[config.mk]
export PLATFORM = sky130hd
export DESIGN_NAME = nts_extractor_mux
export DESIGN_NICKNAME = d
export VERILOG_FILES = /design/src/design/extractor_pkg.sv /design/src/design/buffer_writer.sv /design/src/design/engine_arbiter.sv /design/src/design/engine_reader.sv /design/src/design/nts_extractor_mux.sv
export SDC_FILE = /design/constraint.sdc
export NUM_CORES = 1
export LEC_CHECK = 0
export ABC_CLOCK_PERIOD_IN_PS = 3200
export BUFFER_PORTS_ARGS = -buffer_cell sky130_fd_sc_hd__buf_2
export CORE_AREA = 2 2 150 152
export CTS_BUF_LIST = sky130_fd_sc_hd__clkbuf_16
export DETAILED_ROUTE_END_ITERATION = 10
export DIE_AREA = 0 0 152 154
export HOLD_SLACK_MARGIN = 0.12
export PLACE_DENSITY_LB_ADDON = 0.12
export SLEW_MARGIN = 40
export SYNTH_ARGS = -nofsm -noshare
export SYNTH_HDL_FRONTEND = slang
export SYNTH_SLANG_ARGS = --single-unit
[constraint.sdc]
create_clock -name i_clk -period 3.2 [get_ports i_clk]
set_input_delay 0.64 -clock i_clk [delete_from_list [all_inputs] [get_ports i_clk]]
set_output_delay 0.64 -clock i_clk [all_outputs]
set_load 0.01 [all_outputs]
[src/design/extractor_pkg.sv]
// Extractor mux shared definitions
// Widths, engine count, buffer state encoding and the bundles that
// travel between the engines, the arbiter, the reader and the buffer

package extractor_pkg;

  //------------------------------------------------------------
  // Sizes
  //------------------------------------------------------------
  localparam int ENGINES      = 4;
  localparam int ENGINE_SEL_W = (ENGINES > 1) ? $clog2(ENGINES) : 1;
  localparam int ADDR_WIDTH   = 8;
  localparam int DATA_WIDTH   = 64;
  // Byte count of the last word, 1 to 8
  localparam int LWDV_WIDTH   = 4;

  typedef logic [ENGINE_SEL_W-1:0] engine_idx_t;

  //------------------------------------------------------------
  // Engine side
  //------------------------------------------------------------
  typedef struct packed {
    logic                  packet_available;
    logic                  fifo_empty;
    logic                  fifo_rd_valid;
    logic [DATA_WIDTH-1:0] fifo_rd_data;
    logic [LWDV_WIDTH-1:0] bytes_last_word;
  } engine_status_t;

  typedef struct packed {
    logic packet_read;    // Packet consumed, engine may discard it
    logic fifo_rd_start;  // Start streaming words
  } engine_ctrl_t;

  //------------------------------------------------------------
  // Reader to buffer writer, and buffer memory port
  //------------------------------------------------------------
  typedef struct packed {
    logic                  start;
    logic                  stop;
    logic                  data_valid;
    logic [DATA_WIDTH-1:0] data;
    logic [LWDV_WIDTH-1:0] lwdv;
  } reader_xfer_t;

  typedef struct packed {
    logic                  en;
    logic [ADDR_WIDTH-1:0] addr;
    logic [DATA_WIDTH-1:0] data;
  } buffer_wr_t;

  typedef enum logic [1:0] {
    UNUSED  = 2'b00,
    WRITING = 2'b01,
    LOADED  = 2'b10,
    READING = 2'b11
  } buffer_state_t;

endpackage

[src/design/buffer_writer.sv]
// Buffer writer
// Owns the shared output buffer state and write address, turns reader
// words into memory writes and reports length and readiness

`timescale 1ns/1ps

module buffer_writer (
  input  logic                                 i_clk,
  input  logic                                 i_areset,
  input  extractor_pkg::reader_xfer_t          i_xfer,
  input  logic                                 i_buffer_start,
  input  logic                                 i_buffer_stop,
  output logic                                 o_buffer_free,
  output extractor_pkg::buffer_wr_t            o_buffer_wr,
  output logic                                 o_buffer_ready,
  output logic [extractor_pkg::ADDR_WIDTH-1:0] o_buffer_length,
  output logic [extractor_pkg::LWDV_WIDTH-1:0] o_buffer_lwdv
);

  extractor_pkg::buffer_state_t         state_reg;
  extractor_pkg::buffer_state_t         state_new;
  logic [extractor_pkg::ADDR_WIDTH-1:0] addr_reg;
  logic [extractor_pkg::ADDR_WIDTH-1:0] addr_new;
  logic [extractor_pkg::LWDV_WIDTH-1:0] lwdv_reg;
  logic [extractor_pkg::LWDV_WIDTH-1:0] lwdv_new;

  assign o_buffer_free   = (state_reg == extractor_pkg::UNUSED);
  assign o_buffer_ready  = (state_reg == extractor_pkg::LOADED);
  assign o_buffer_length = addr_reg;
  assign o_buffer_lwdv   = lwdv_reg;

  //------------------------------------------------------------
  // Buffer state and write port
  //------------------------------------------------------------
  always_comb begin
    state_new   = state_reg;
    addr_new    = addr_reg;
    lwdv_new    = lwdv_reg;
    o_buffer_wr = '0;
    case (state_reg)
      extractor_pkg::UNUSED: begin
        if (i_xfer.start) begin
          state_new = extractor_pkg::WRITING;
          addr_new  = '0;
          lwdv_new  = i_xfer.lwdv;
        end
      end
      extractor_pkg::WRITING: begin
        if (i_xfer.data_valid) begin
          o_buffer_wr.en   = 1'b1;
          o_buffer_wr.addr = addr_reg;
          o_buffer_wr.data = i_xfer.data;
          addr_new         = addr_reg + 1'b1;
        end else if (i_xfer.stop) begin
          state_new = extractor_pkg::LOADED;
        end
      end
      default: ;
    endcase
    // Consumer requests, start has the last word
    if (i_buffer_stop) state_new = extractor_pkg::UNUSED;
    if (i_buffer_start) state_new = extractor_pkg::READING;
  end

  always_ff @(posedge i_clk or posedge i_areset) begin
    if (i_areset) begin
      state_reg <= extractor_pkg::UNUSED;
      addr_reg  <= '0;
      lwdv_reg  <= '0;
    end else begin
      state_reg <= state_new;
      addr_reg  <= addr_new;
      lwdv_reg  <= lwdv_new;
    end
  end

endmodule

[src/design/engine_arbiter.sv]
// Engine arbiter
// Rotating search for an engine with a packet ready, and the mux that
// connects the selected engine to the reader

`timescale 1ns/1ps

module engine_arbiter (
  input  logic                                                        i_clk,
  input  logic                                                        i_areset,
  input  extractor_pkg::engine_status_t [extractor_pkg::ENGINES-1:0] i_engine_status,
  output extractor_pkg::engine_ctrl_t   [extractor_pkg::ENGINES-1:0] o_engine_ctrl,
  input  extractor_pkg::engine_ctrl_t                                 i_reader_ctrl,
  output extractor_pkg::engine_status_t                               o_sel_status
);

  localparam extractor_pkg::engine_idx_t ENGINE_LAST =
    extractor_pkg::engine_idx_t'(extractor_pkg::ENGINES - 1);

  typedef enum logic {
    MUX_SEARCH = 1'b0,
    MUX_REMAIN = 1'b1
  } mux_mode_t;

  logic [extractor_pkg::ENGINES-1:0] ready_mask_reg;
  extractor_pkg::engine_idx_t        ready_idx_reg;
  extractor_pkg::engine_idx_t        ready_idx_new;
  logic                              ready_found_reg;
  logic                              ready_found_new;
  logic                              start_search;

  mux_mode_t                         mode_reg;
  mux_mode_t                         mode_new;
  extractor_pkg::engine_idx_t        sel_idx_reg;
  extractor_pkg::engine_idx_t        sel_idx_new;
  extractor_pkg::engine_status_t     sel_engine;

  assign sel_engine = i_engine_status[sel_idx_reg];

  //------------------------------------------------------------
  // Ready search
  //------------------------------------------------------------
  // Index walks downward and parks on a ready engine that is not the one in service
  always_comb begin
    logic found;
    found = ready_mask_reg[ready_idx_reg];
    if (ready_idx_reg == sel_idx_reg && mode_reg == MUX_REMAIN) begin
      found = 1'b0;
    end
    ready_found_new = found && !start_search;
    if (found) begin
      ready_idx_new = ready_idx_reg;
    end else if (ready_idx_reg == '0) begin
      ready_idx_new = ENGINE_LAST;
    end else begin
      ready_idx_new = ready_idx_reg - 1'b1;
    end
  end

  //------------------------------------------------------------
  // Selection mux
  //------------------------------------------------------------
  always_comb begin
    logic advance;
    advance      = 1'b0;
    start_search = 1'b0;
    mode_new     = mode_reg;
    sel_idx_new  = sel_idx_reg;
    o_sel_status = '0;
    case (mode_reg)
      MUX_REMAIN: begin
        o_sel_status = sel_engine;
        // Packet done, hand over to whatever the search found
        if (i_reader_ctrl.packet_read) begin
          advance  = 1'b1;
          mode_new = MUX_SEARCH;
        end
      end
      default: begin
        if (sel_engine.packet_available) begin
          mode_new     = MUX_REMAIN;
          start_search = 1'b1;
        end else begin
          advance = 1'b1;
        end
      end
    endcase
    if (advance && ready_found_reg) begin
      sel_idx_new = ready_idx_reg;
    end
  end

  // Reader pulses reach the selected engine only
  always_comb begin
    o_engine_ctrl              = '0;
    o_engine_ctrl[sel_idx_reg] = i_reader_ctrl;
  end

  always_ff @(posedge i_clk or posedge i_areset) begin
    if (i_areset) begin
      ready_mask_reg  <= '0;
      ready_idx_reg   <= '0;
      ready_found_reg <= 1'b0;
      mode_reg        <= MUX_SEARCH;
      sel_idx_reg     <= '0;
    end else begin
      for (int i = 0; i < extractor_pkg::ENGINES; i++) begin
        ready_mask_reg[i] <= i_engine_status[i].packet_available &&
                             !i_engine_status[i].fifo_empty;
      end
      ready_idx_reg   <= ready_idx_new;
      ready_found_reg <= ready_found_new;
      mode_reg        <= mode_new;
      sel_idx_reg     <= sel_idx_new;
    end
  end

endmodule

[src/design/engine_reader.sv]
// Engine reader
// Registers the selected engine's status one stage, then pulls one
// packet out of its read FIFO and hands the words to the buffer writer

`timescale 1ns/1ps

module engine_reader (
  input  logic                          i_clk,
  input  logic                          i_areset,
  input  extractor_pkg::engine_status_t i_sel_status,
  input  logic                          i_buffer_free,
  output extractor_pkg::engine_ctrl_t   o_reader_ctrl,
  output extractor_pkg::reader_xfer_t   o_xfer
);

  typedef enum logic [1:0] {
    IDLE    = 2'b00,
    START   = 2'b01,
    READING = 2'b10,
    STOP    = 2'b11
  } reader_state_t;

  reader_state_t state_reg;
  reader_state_t state_new;

  // Input delay stage
  logic                                delay_ready_reg;
  logic                                delay_valid_reg;
  logic                                delay_empty_reg;
  logic [extractor_pkg::DATA_WIDTH-1:0] delay_data_reg;
  logic [extractor_pkg::LWDV_WIDTH-1:0] delay_lwdv_reg;

  // Registered outputs
  logic                                rd_start_reg;
  logic                                packet_read_reg;
  logic                                start_reg;
  logic                                stop_reg;
  logic                                data_valid_reg;
  logic [extractor_pkg::DATA_WIDTH-1:0] data_reg;
  logic [extractor_pkg::LWDV_WIDTH-1:0] lwdv_reg;

  assign o_reader_ctrl.packet_read   = packet_read_reg;
  assign o_reader_ctrl.fifo_rd_start = rd_start_reg;

  assign o_xfer.start      = start_reg;
  assign o_xfer.stop       = stop_reg;
  assign o_xfer.data_valid = data_valid_reg;
  assign o_xfer.data       = data_reg;
  assign o_xfer.lwdv       = lwdv_reg;

  //------------------------------------------------------------
  // Reader FSM
  //------------------------------------------------------------
  always_comb begin
    state_new = state_reg;
    case (state_reg)
      IDLE:    if (i_buffer_free && delay_ready_reg) state_new = START;
      START:   state_new = READING;
      READING: begin
        // A valid word takes priority over empty
        if (!delay_valid_reg && delay_empty_reg) begin
          state_new = STOP;
        end
      end
      default: state_new = IDLE;
    endcase
  end

  always_ff @(posedge i_clk or posedge i_areset) begin
    if (i_areset) begin
      delay_ready_reg <= 1'b0;
      delay_valid_reg <= 1'b0;
      delay_empty_reg <= 1'b0;
      state_reg       <= IDLE;
      rd_start_reg    <= 1'b0;
      packet_read_reg <= 1'b0;
      start_reg       <= 1'b0;
      stop_reg        <= 1'b0;
      data_valid_reg  <= 1'b0;
    end else begin
      delay_ready_reg <= i_sel_status.packet_available && !i_sel_status.fifo_empty;
      delay_valid_reg <= i_sel_status.fifo_rd_valid;
      delay_empty_reg <= i_sel_status.fifo_empty;
      state_reg       <= state_new;
      rd_start_reg    <= (state_reg == START);
      start_reg       <= (state_reg == START);
      packet_read_reg <= (state_reg == STOP);
      stop_reg        <= (state_reg == STOP);
      data_valid_reg  <= (state_reg == READING) && delay_valid_reg;
    end
  end

  // Payload path
  always_ff @(posedge i_clk) begin
    delay_data_reg <= i_sel_status.fifo_rd_data;
    delay_lwdv_reg <= i_sel_status.bytes_last_word;
    if (state_reg == READING && delay_valid_reg) begin
      data_reg <= delay_data_reg;
    end
    if (state_reg == START) begin
      lwdv_reg <= delay_lwdv_reg;
    end
  end

endmodule

[src/design/nts_extractor_mux.sv]
// Packet extractor mux top level
// Several engines share one output buffer through a round-robin arbiter,
// a packet reader and the buffer writer

`timescale 1ns/1ps

module nts_extractor_mux (
  input  logic                                                        i_clk,
  input  logic                                                        i_areset,

  input  extractor_pkg::engine_status_t [extractor_pkg::ENGINES-1:0] i_engine_status,
  output extractor_pkg::engine_ctrl_t   [extractor_pkg::ENGINES-1:0] o_engine_ctrl,

  input  logic                                                        i_buffer_start,
  input  logic                                                        i_buffer_stop,

  output extractor_pkg::buffer_wr_t                                   o_buffer_wr,
  output logic                                                        o_buffer_ready,
  output logic                          [extractor_pkg::ADDR_WIDTH-1:0] o_buffer_length,
  output logic                          [extractor_pkg::LWDV_WIDTH-1:0] o_buffer_lwdv
);

  extractor_pkg::engine_status_t sel_status;
  extractor_pkg::engine_ctrl_t   reader_ctrl;
  extractor_pkg::reader_xfer_t   xfer;
  logic                          buffer_free;

  engine_arbiter engine_arbiter_i (
    .i_clk           (i_clk),
    .i_areset        (i_areset),
    .i_engine_status (i_engine_status),
    .o_engine_ctrl   (o_engine_ctrl),
    .i_reader_ctrl   (reader_ctrl),
    .o_sel_status    (sel_status)
  );

  engine_reader engine_reader_i (
    .i_clk         (i_clk),
    .i_areset      (i_areset),
    .i_sel_status  (sel_status),
    .i_buffer_free (buffer_free),
    .o_reader_ctrl (reader_ctrl),
    .o_xfer        (xfer)
  );

  buffer_writer buffer_writer_i (
    .i_clk           (i_clk),
    .i_areset        (i_areset),
    .i_xfer          (xfer),
    .i_buffer_start  (i_buffer_start),
    .i_buffer_stop   (i_buffer_stop),
    .o_buffer_free   (buffer_free),
    .o_buffer_wr     (o_buffer_wr),
    .o_buffer_ready  (o_buffer_ready),
    .o_buffer_length (o_buffer_length),
    .o_buffer_lwdv   (o_buffer_lwdv)
  );

endmodule

==> impl_metrics.py <==
metrics = {
    "outcome": {
        "run_status": "finished, final reports clean",
    },
    "hold_path": {
        "hold_class": "in2async",
    },
    "synthesis": {
        "syn_inst": 518,
        "synth_area_leaders": "edfxtp_1 27%, mux4_2 21%, dfxtp_1 18%",
        "seq_area_frac_synth": 0.554,
        "synthFlopType": "edfxtp_1",
        "syn_area_sq_mm": 0.00758,
        "yosysWarnings": 0,
        "synthArstFlopShare": 0.190,
        "yosys.area.top_type_share": 0.269,
        "synth.avg_cell_area_sq_um": 14.6,
        "synth_seq_cells": 168,
        "synth.distinct_cells": 38,
        "synthesis.nets": 813,
        "synth_edf_count": 68,
        "yosys.area.top_type": "edfxtp_1",
    },
    "power_and_ir_drop": {
        "p_sw_frac": 0.292,
        "clkPwrFrac": 0.233,
        "p_int_mw": 5.74,
        "power_switching_mw": 2.36,
        "p_seq_frac": 0.434,
        "p_leak_nw": 4.76,
        "p_per_area_mw_per_mm2": 784,
        "power_mw": 8.11,
        "ir_worst_vdd_v": 0.000441,
        "p_comb_frac": 0.333,
    },
    "timing": {
        "report.final.slew_viol_count": 0,
        "hold_violations": 0,
        "setup_viol": 0,
        "fmax_ghz": 0.380,
        "period_needed_ns": 2.63,
        "skew_ns": 0.0102,
        "rsz0062_at_grt": "no",
        "setup_slack_ns": 0.566,
        "worst_pin_slew_ns": 0.625,
        "relSlewSlack": 0.583,
        "period_share": 0.823,
        "tns_ns": 0,
    },
    "worst_setup_path": {
        "crit_required_ns": 2.56,
        "path_delay_family": "buffers and inverters",
        "crit_path_top_delay_cell": "dfrtp_1",
        "max_stage_delay_ns": 0.45,
        "cp.arrival_ns": 1.99,
        "critPathMaxFanout": 42,
        "crit_chain": "nor2_1, nand2_1, inv_2, buf_12, and2_1, buf_2",
        "critPathCaptureType": "output pin",
        "cp-start-kind": "flop",
        "critical_path_buf_inv_count": 3,
        "critPathKind": "reg2out",
    },
    "cts": {
        "cts_tree": "yes",
        "worstSkewPairLatency_ns": 0.42,
        "clk_path_buf_depth": 2,
        "root_buffer": "clkbuf_16",
        "cts_buffers": 17,
        "cts_sinks": 168,
        "htree_levels": 4,
        "cts_setup_buffers": 0,
        "cts.clk_slew.worst_paths_ns": 0.06,
        "cts_hold_buffers": 0,
        "cts_resized": 0,
    },
    "global_routing": {
        "grt_usage": 0.169,
        "grt-ovfl-total": 0,
        "grt_pass1_wl_um": 30300,
        "grt_pass1_vias": 5541,
        "grt_max_degree": 74,
        "grt_antenna_before_repair": 2,
    },
    "routing": {
        "wl_per_cell_um": 16.8,
        "dr.pass1.iters": 6,
        "dr_wl_met3_um": 895,
        "dr_total_vias": 5486,
        "wl_met1_um": 7490,
        "drc_errors": 0,
        "maxUsedRoutingLayer": "met4",
        "first_iter_violations": 248,
        "routed_via_density": 4.62,
        "route.met2.wl_um": 11000,
        "ant_nets": 0,
        "drt_wl_total_um": 19900,
    },
    "finish": {
        "drive_gt1_frac": 0.558,
        "instances_no_fill": 1188,
        "final_common_cell": "buf_2",
        "num-nets-final": 1188,
        "layout_common_cells": "381 x buf_2, 141 x and2_1, 71 x mux4_2",
        "syn_to_final_growth_pct": 36.4,
    },
    "die": {
        "dieArea_sq_mm": 0.0234,
        "initial_utilization": 0.350,
        "ios": 382,
        "die_y_um": 154,
        "rows": 54,
        "die_w_um": 152,
        "core-area_sq_mm": 0.0217,
    },
    "place": {
        "hpwl_um": 15600,
        "place_congestion": 0.764,
        "port_buffers": 381,
        "dp_cells": 1154,
        "pre_cts_ws_ns": 0.976,
    },
    "run": {
        "maxCapViolations": 0,
    },
}
## cell families (layout without fill, tap and decap cells)
logic type               after synthesis  count (layout)  share of synthesized area
other                                  0               2                          0
flip-flops                           168             168                      0.554
AND/OR/NAND/NOR                      191             191                      0.153
XOR/XNOR                               8               8                    0.00924
multiplexers                          84              84                      0.230
buffers and inverters                 47             435                     0.0302
adder cells (fa/ha/maj)                7               7                     0.0115
AO/OA/AOI/OAI                         13              13                     0.0115
## power groups by stage
stage          logic, mW  registers, mW  clock network, mW
2_1_floorplan       2.21           3.36                  0
3_3_place_gp        2.74           3.57                  0
3_5_place_dp        2.77           3.58                  0
4_1_cts             2.78           3.54               1.95
5_1_grt             2.98           3.62               2.05
6_report            2.70           3.52               1.89
## per-stage QoR
step | hold slack, ns | util | instance area (sq um)
after floorplan | 0.386 | - | 7580
after global placement | 0.386 | 0.450 | 9760
after detailed placement | 0.389 | 0.451 | 9780
after CTS | 0.252 | 0.477 | 10300
after global routing | 0.283 | 0.477 | 10300
final | 0.248 | 0.477 | 10300
## per-layer routing
| metal | vias up | GRT usage |
|---|---|---|
| met5 | - | 0 |
| met4 | 0 | 0.0708 |
| met3 | 30 | 0.0366 |
| met2 | 202 | 0.312 |
| met1 | 2623 | 0.189 |
| li1 | 2631 | - |
## final timing paths
check	startpoint	endpoint	slack [ns]	depth (start not counted)
min in group i_clk	i_engine_status[282]	engine_arbiter_i.ready_mask_reg[3]	0.39	2
max	buffer_writer_i.state_reg[1]	o_buffer_wr[31]	0.57	6
min	i_areset	engine_reader_i.state_reg[0]	0.25	2
max in group asynchronous	i_areset	buffer_writer_i.o_buffer_length[0]	2.43	3
max reg2reg	engine_arbiter_i.sel_idx_reg[0]	engine_reader_i.delay_data_reg[44]	1.07	3
min reg2reg	engine_reader_i.delay_data_reg[21]	engine_reader_i.data_reg[21]	0.40	0
## worst reg2reg max path: cells and delay by family, from the launching register on
| kind | cells | cell delay, ns |
|---|---|---|
| flops | 1 | 0.82 |
| mux | 1 | 0.59 |
| buf+inv | 1 | 0.45 |
| simple gates | 1 | 0.17 |
## final cells by class
cell class,instances,area (sq um)
clock buffers,17,425
multi-input cells,303,3150
fillers,2003,11300
inverters,11,41.3
well taps,280,350
flip-flops and latches,168,4210
repair buffers,392,2030
diodes,2,5.00
clock inverters,15,126
## synth_stat cells, drive strengths merged (5+ instances only)
| cell type | instances |
|---|---|
| and2 | 142 |
| buf | 20 |
| clkbuf | 16 |
| dfrtp | 32 |
| dfxtp | 68 |
| edfxtp | 68 |
| ha | 7 |
| inv | 11 |
| mux2 | 9 |
| mux4 | 71 |
| nand2 | 6 |
| nor2 | 13 |
| nor2b | 6 |
| xnor2 | 5 |
Note: power is estimated with default switching activity, not from simulation.
